$ cat src/muldiv_pkg.sv
package muldiv_pkg;

    // one architectural register or operand
    typedef logic [31:0] word_t;

    // hi:lo pair, hi in the upper half
    typedef logic [63:0] dword_t;

    // operation selector driven with start
    typedef enum logic [2:0] {
        MD_NONE,
        MD_MULT,
        MD_MULTU,
        MD_DIV,
        MD_DIVU,
        MD_MTHI,
        MD_MTLO
    } md_op_t;

    // control fsm
    typedef enum logic {
        MD_IDLE,
        MD_BUSY
    } md_state_t;

    // multiplier pipeline depth
    localparam int MUL_LAT = 3;

    // quotient bits, one per cycle
    localparam int DIV_ITER = 32;

    // load + iterations + sign fixup
    localparam int DIV_LAT = DIV_ITER + 2;

    // countdown width, must hold DIV_LAT
    localparam int CNT_W = $clog2(DIV_LAT + 1);

endpackage
$ cat src/muldiv_unit.sv
`timescale 1ns/1ns

module muldiv_unit
    import muldiv_pkg::*;
(
    input  logic   clk,
    input  logic   arst_n,
    input  logic   flush,
    input  logic   start,
    input  md_op_t op,
    input  word_t  a,
    input  word_t  b,
    output word_t  hi,
    output word_t  lo,
    output logic   ready
);

    // control to datapath
    logic   go_mul;
    logic   go_div;
    logic   is_signed;
    word_t  opa;
    word_t  opb;

    // control to hi/lo
    logic   wb;
    logic   sel_div;
    logic   wr_hi;
    logic   wr_lo;

    // datapath results
    dword_t product;
    word_t  quotient;
    word_t  remainder;
    logic   div_zero;

    md_control u_control (
        .clk       (clk),
        .arst_n    (arst_n),
        .flush     (flush),
        .start     (start),
        .op        (op),
        .a         (a),
        .b         (b),
        .div_zero  (div_zero),
        .ready     (ready),
        .go_mul    (go_mul),
        .go_div    (go_div),
        .is_signed (is_signed),
        .wb        (wb),
        .sel_div   (sel_div),
        .wr_hi     (wr_hi),
        .wr_lo     (wr_lo),
        .opa       (opa),
        .opb       (opb)
    );

    md_multiplier u_multiplier (
        .clk       (clk),
        .go        (go_mul),
        .is_signed (is_signed),
        .opa       (opa),
        .opb       (opb),
        .product   (product)
    );

    md_divider u_divider (
        .clk       (clk),
        .arst_n    (arst_n),
        .go        (go_div),
        .is_signed (is_signed),
        .opa       (opa),
        .opb       (opb),
        .quotient  (quotient),
        .remainder (remainder),
        .div_zero  (div_zero)
    );

    // moves take a straight from the core
    hilo_regs u_hilo (
        .clk       (clk),
        .arst_n    (arst_n),
        .wb        (wb),
        .sel_div   (sel_div),
        .wr_hi     (wr_hi),
        .wr_lo     (wr_lo),
        .product   (product),
        .quotient  (quotient),
        .remainder (remainder),
        .a         (a),
        .hi        (hi),
        .lo        (lo)
    );

endmodule

$ cat src/hilo_regs.sv
`timescale 1ns/1ns

module hilo_regs
    import muldiv_pkg::*;
(
    input  logic   clk,
    input  logic   arst_n,
    input  logic   wb,
    input  logic   sel_div,
    input  logic   wr_hi,
    input  logic   wr_lo,
    input  dword_t product,
    input  word_t  quotient,
    input  word_t  remainder,
    input  word_t  a,
    output word_t  hi,
    output word_t  lo
);

    always_ff @(posedge clk or negedge arst_n) begin
        if (!arst_n) begin
            hi <= '0;
            lo <= '0;
        end else if (wb) begin
            // completed arithmetic op
            if (sel_div) begin
                // hi = remainder, lo = quotient
                hi <= remainder;
                lo <= quotient;
            end else begin
                hi <= product[63:32];
                lo <= product[31:0];
            end
        end else begin
            // mthi / mtlo, only one of them at a time
            if (wr_hi) begin
                hi <= a;
            end
            if (wr_lo) begin
                lo <= a;
            end
        end
    end

endmodule

$ cat src/md_divider.sv
`timescale 1ns/1ns

module md_divider
    import muldiv_pkg::*;
(
    input  logic  clk,
    input  logic  arst_n,
    input  logic  go,
    input  logic  is_signed,
    input  word_t opa,
    input  word_t opb,
    output word_t quotient,
    output word_t remainder,
    output logic  div_zero
);

    // divisor magnitude
    word_t dvs;
    // dividend shifts out the top, quotient bits shift in below
    word_t dvd;
    // partial remainder
    word_t rem;

    // result sign fixups
    logic neg_q;
    logic neg_r;

    logic             running;
    logic             fix;
    // iteration count, fits in the countdown width
    logic [CNT_W-1:0] iter;

    word_t       mag_a;
    word_t       mag_b;
    // one spare bit for the borrow
    logic [33:0] trial;

    // magnitudes, 0x80000000 stays correct as unsigned
    assign mag_a = (is_signed && opa[31]) ? -opa : opa;
    assign mag_b = (is_signed && opb[31]) ? -opb : opb;

    // shifted remainder minus divisor
    assign trial = {1'b0, rem, dvd[31]} - {2'b00, dvs};

    always_ff @(posedge clk or negedge arst_n) begin
        if (!arst_n) begin
            running  <= 1'b0;
            fix      <= 1'b0;
            iter     <= '0;
            div_zero <= 1'b0;
        end else begin
            // last step done, fixup runs next cycle
            fix <= !go && running && (iter == CNT_W'(1));
            if (go) begin
                running  <= 1'b1;
                iter     <= CNT_W'(DIV_ITER);
                div_zero <= (opb == '0);
            end else if (running) begin
                iter <= iter - CNT_W'(1);
                if (iter == CNT_W'(1)) begin
                    running <= 1'b0;
                end
            end
        end
    end

    always_ff @(posedge clk) begin
        if (go) begin
            dvd   <= mag_a;
            dvs   <= mag_b;
            rem   <= '0;
            // truncate toward zero
            neg_q <= is_signed && (opa[31] ^ opb[31]);
            // remainder follows the dividend
            neg_r <= is_signed && opa[31];
        end else if (running) begin
            // restoring step
            if (!trial[33]) begin
                rem <= trial[31:0];
                dvd <= {dvd[30:0], 1'b1};
            end else begin
                rem <= {rem[30:0], dvd[31]};
                dvd <= {dvd[30:0], 1'b0};
            end
        end

        if (fix) begin
            quotient  <= neg_q ? -dvd : dvd;
            remainder <= neg_r ? -rem : rem;
        end
    end

endmodule

$ cat src/md_multiplier.sv
`timescale 1ns/1ns

module md_multiplier
    import muldiv_pkg::*;
(
    input  logic   clk,
    input  logic   go,
    input  logic   is_signed,
    input  word_t  opa,
    input  word_t  opb,
    output dword_t product
);

    // stage 1, operands widened to 33 bits
    logic signed [32:0] a_x;
    logic signed [32:0] b_x;

    // stage 2, 33x17 partial products
    logic signed [49:0] pp_lo;
    logic signed [49:0] pp_hi;

    // partials sign extended to full width
    logic [63:0] pp_lo_x;
    logic [63:0] pp_hi_x;

    assign pp_lo_x = {{14{pp_lo[49]}}, pp_lo};
    assign pp_hi_x = {{14{pp_hi[49]}}, pp_hi};

    always_ff @(posedge clk) begin
        // extra top bit is the sign for mult, zero for multu
        if (go) begin
            a_x <= {is_signed & opa[31], opa};
            b_x <= {is_signed & opb[31], opb};
        end

        // low half of b is always positive
        pp_lo <= a_x * $signed({1'b0, b_x[15:0]});
        // upper 17 bits carry the sign of b
        pp_hi <= a_x * $signed(b_x[32:16]);

        // recombine, result taken mod 2^64
        product <= (pp_hi_x << 16) + pp_lo_x;
    end

endmodule

$ cat src/md_control.sv
`timescale 1ns/1ns

module md_control
    import muldiv_pkg::*;
(
    input  logic   clk,
    input  logic   arst_n,
    input  logic   flush,
    input  logic   start,
    input  md_op_t op,
    input  word_t  a,
    input  word_t  b,
    input  logic   div_zero,
    output logic   ready,
    output logic   go_mul,
    output logic   go_div,
    output logic   is_signed,
    output logic   wb,
    output logic   sel_div,
    output logic   wr_hi,
    output logic   wr_lo,
    output word_t  opa,
    output word_t  opb
);

    md_state_t        state;
    logic [CNT_W-1:0] cnt;
    logic             accept;
    logic             is_div;
    logic             is_arith;
    logic             last;

    // op decode
    assign is_div   = (op == MD_DIV) || (op == MD_DIVU);
    assign is_arith = is_div || (op == MD_MULT) || (op == MD_MULTU);

    // ready is simply "not busy"
    assign ready  = (state == MD_IDLE);
    assign accept = ready && start;

    // moves bypass the fsm, written at the accepting edge
    assign wr_hi = accept && (op == MD_MTHI);
    assign wr_lo = accept && (op == MD_MTLO);

    // count expired, result sits at the datapath output
    assign last = (state == MD_BUSY) && (cnt == '0);

    // no writeback on flush or on a zero divisor
    assign wb = last && !flush && !(sel_div && div_zero);

    always_ff @(posedge clk or negedge arst_n) begin
        if (!arst_n) begin
            state     <= MD_IDLE;
            cnt       <= '0;
            go_mul    <= 1'b0;
            go_div    <= 1'b0;
            is_signed <= 1'b0;
            sel_div   <= 1'b0;
        end else begin
            // go is a single-cycle pulse
            go_mul <= 1'b0;
            go_div <= 1'b0;
            case (state)
                MD_IDLE: begin
                    if (accept && is_arith) begin
                        state     <= MD_BUSY;
                        go_mul    <= !is_div;
                        go_div    <= is_div;
                        is_signed <= (op == MD_MULT) || (op == MD_DIV);
                        sel_div   <= is_div;
                        cnt       <= is_div ? CNT_W'(DIV_LAT) : CNT_W'(MUL_LAT);
                    end
                end
                MD_BUSY: begin
                    // flush aborts, datapath leftovers are ignored
                    if (flush || last) begin
                        state <= MD_IDLE;
                    end else begin
                        cnt <= cnt - CNT_W'(1);
                    end
                end
                default: begin
                    state <= MD_IDLE;
                end
            endcase
        end
    end

    // operand latch, held for the whole operation
    always_ff @(posedge clk) begin
        if (accept && is_arith) begin
            opa <= a;
            opb <= b;
        end
    end

endmodule

$ cat config.mk
export PLATFORM = sky130hd
export DESIGN_NAME = muldiv_unit
export DESIGN_NICKNAME = d
export VERILOG_FILES = /design/src/muldiv_pkg.sv /design/src/muldiv_unit.sv /design/src/hilo_regs.sv /design/src/md_divider.sv /design/src/md_multiplier.sv /design/src/md_control.sv
export SDC_FILE = /design/constraint.sdc
export NUM_CORES = 2
export LEC_CHECK = 0
export BUFFER_PORTS_ARGS = -buffer_cell sky130_fd_sc_hd__buf_2
export CAP_MARGIN = 20
export CORE_ASPECT_RATIO = 0.8
export CORE_MARGIN = 10
export CORE_UTILIZATION = 31
export CTS_CLUSTER_SIZE = 16
export DETAILED_ROUTE_END_ITERATION = 10
export MAX_ROUTING_LAYER = met4
export PLACE_DENSITY = 0.43
export SLEW_MARGIN = 0
export SYNTH_ARGS = -nofsm -noshare
export SYNTH_HDL_FRONTEND = slang
export SYNTH_HIERARCHICAL = 1
export SYNTH_SLANG_ARGS = --single-unit
export TNS_END_PERCENT = 5
$ cat constraint.sdc
create_clock -name clk -period 11 [get_ports clk]
set_input_delay 1.1 -clock clk [delete_from_list [all_inputs] [get_ports clk]]
set_output_delay 1.1 -clock clk [all_outputs]
set_load 0.01 [all_outputs]
==> results.yml <==
status:
  outcome: "complete, no violations"
grt:
  gr-total-overflow: 0
  grt_pass1_wl_mm: 296
  grt_use_total: 0.180
  grt_antenna_before_repair: 15
  grt_max_degree: 67
  grt_pass1_vias: 46300
route:
  routed-via-count: 43300
  ant_nets: 0
  wl_per_cell_um: 20.9
  viasPerCell: 4.77
  dr.pass1.iters: 7
  drt_iter0_drc: 2846
  route.detailed.drc: 0
  routed_wl_mm: 190
clocking:
  cts-resized-gates: 0
  path_clk_slew_ns: 0.06
  cts_hold_buf: 0
  tritoncts: "built"
  post_cts_buffers: 0
  cts_max_level: 2
  clock_sinks: 538
  clock-root-buffer: "clkbuf_16"
  cts_buffer_depth: 3
  worstSkewPairLatency_ns: 0.67
  cts_buffers: 56
floorplan:
  design.core.area_sq_um: 198000
  start_util: 0.312
  io_pins: 136
  dieArea_sq_um: 218000
  rows: 146
  dieWidth_um: 520
  die_y_um: 420
worst_setup_path:
  crit_path_start_kind: "register"
  endpoint_kind: "register"
  required_ns: 11.53
  worstSetupPathType: "register to register"
  crit_fanout: 16
  cp.arrival_ns: 8.08
synth:
  yosysSeqAreaShare: 0.223
  yosys_warnings: 6
  synth_edf_count: 260
  syn_nets: 7785
  ys_seq_elements: 538
  synthArstFlopShare: 0.156
  yosys.cell_types.count: 99
  syn-cell-area_sq_um: 61900
  avgSynthCellArea_sq_um: 9.72
  synth_top_flop_cell: "edfxtp_1"
  syn_inst: 6367
final_layout:
  nets: 7785
  area_growth_pct: 9.05
  n_fill_cell: 20400
  final_cell_mix: "inv_1, fa_1, nand2_1"
  multi_input_area_sq_um: 42200
  final_common_cell: "inv_1"
  seqCellArea_sq_um: 13800
  drive_gt1_frac: 0.0589
sta:
  finalSetupViolations: 0
  fin_crit_sh: 0.686
  fin_crit_ns: 7.54
  tightest_slew_ns: 1.05
  final-max-slew-violation-count: 0
  rsz0062_at_grt: "false"
  slew_headroom: 0.285
  max_freq_ghz: 0.133
  setup_tns_ns: 0
  finClkSkew_ns: 0.0480
  hold_viol: 0
flow_run:
  maxCapViolations: 0
placed_design:
  io_buffers: 135
  dpl.hpwl_mm: 150
  place_congestion: 0.877
hold_path:
  min_path_type: "register to register"
==> state kept, by name (all words and copies together) (netlist names), 33 cells and up <==
signal	cells
u_multiplier/pp_lo	50
u_multiplier/b_x	33
u_multiplier/a_x	33
u_multiplier/pp_hi	48
u_multiplier/product	64
==> through the flow <==
stage                util  std cells  setup WS, ns  area (sq um)  hold WS [ns]
floorplan               -       6367          4.62         61900         0.310
global placement    0.330       8969          3.50         65400         0.312
detailed placement  0.330       8969          3.50         65400         0.313
CTS                 0.340       9075          3.47         67400         0.329
global route        0.341       9081          3.14         67500         0.332
finish              0.341       9083          3.46         67500         0.326
==> kinds of logic (layout without fill, tap and decap cells) <==
family / after synthesis / in the layout / share of synthesized area
simple gates: 1753 / 1753 / 0.137
buf+inv: 1537 / 1585 / 0.0955
fa+ha+maj: 1347 / 1347 / 0.397
compound gates: 703 / 703 / 0.0747
flops: 538 / 538 / 0.223
xor+xnor: 290 / 290 / 0.0410
mux: 199 / 199 / 0.0323
other cells: 0 / 4 / 0
==> worst paths after layout <==
path	from	slack [ns]	cells after the start	to
max	u_multiplier/a_x[9]$_DFFE_PP_	3.46	22	u_multiplier/pp_hi[43]$_DFF_P_
min	u_multiplier/pp_lo[9]$_DFF_P_	0.33	0	u_multiplier/product[9]$_DFF_P_
max reg2reg	u_multiplier/a_x[9]$_DFFE_PP_	3.46	22	u_multiplier/pp_hi[43]$_DFF_P_
min reg2reg	u_multiplier/pp_lo[9]$_DFF_P_	0.33	0	u_multiplier/product[9]$_DFF_P_
max in group asynchronous	arst_n	9.32	2	u_control/sel_div$_DFFE_PN0P_
min in group asynchronous	arst_n	0.45	1	u_hilo/lo[11]$_DFFE_PN0P_
==> metal layers <==
metal,GRT usage,wire length [um],vias to the layer above
li1,-,-,19800
met5,-,0,-
met1,0.260,94200,22500
met2,0.277,84700,891
met3,0.0217,8190,132
met4,0.0251,2950,0
==> Yosys cell counts (23+ instances only) <==
cell type | instances | area [sq um]
nand3_1 | 43 | 215
mux2i_1 | 197 | 1970
a21o_1 | 95 | 713
fa_1 | 1027 | 20600
dfrtp_1 | 84 | 2100
nor2_1 | 193 | 724
o21ai_0 | 114 | 571
dfxtp_1 | 194 | 3880
xor2_1 | 71 | 622
o31ai_1 | 33 | 248
ha_1 | 320 | 4000
nor3_1 | 49 | 245
and3_1 | 25 | 156
o21a_1 | 27 | 203
a21oi_1 | 208 | 1040
a31oi_1 | 32 | 200
nand2b_1 | 45 | 282
nor2b_1 | 23 | 144
clkbuf_1 | 261 | 980
nand4_1 | 27 | 169
a211oi_1 | 25 | 188
edfxtp_1 | 260 | 7810
inv_1 | 1245 | 4670
nand2_1 | 804 | 3020
xnor2_1 | 219 | 1920
and2_1 | 461 | 2880
==> worst max-delay path, cell delays in order (launching register included) <==
cell and delay [ns]:
edfxtp_1 0.80, buf_4 0.39, nand2_1 0.12, fa_1 0.53, fa_1 0.47, fa_1 0.52, fa_1 0.54, inv_1 0.05
fa_1 0.48, inv_1 0.05, fa_1 0.48, inv_1 0.05, ha_1 0.31, and2_4 0.18, a221o_1 0.37, a221oi_2 0.31
nand3_1 0.24, a211oi_2 0.40, a311o_2 0.27, a21oi_2 0.08, o41ai_4 0.49, o21ai_1 0.13, xor2_1 0.15
==> area by class of cell <==
type	count	area share
Inverter	1246	0.0693
Sequential cell	538	0.205
Antenna cell	4	0.000148
Timing Repair Buffer	233	0.0217
Clock inverter	38	0.00676
Tap cell	2664	0.0494
Multi-Input combinational cell	4292	0.626
Clock buffer	68	0.0227
Power is not shown: default switching activity piles up to over one toggle a cycle in this logic, so the estimate is an artifact.
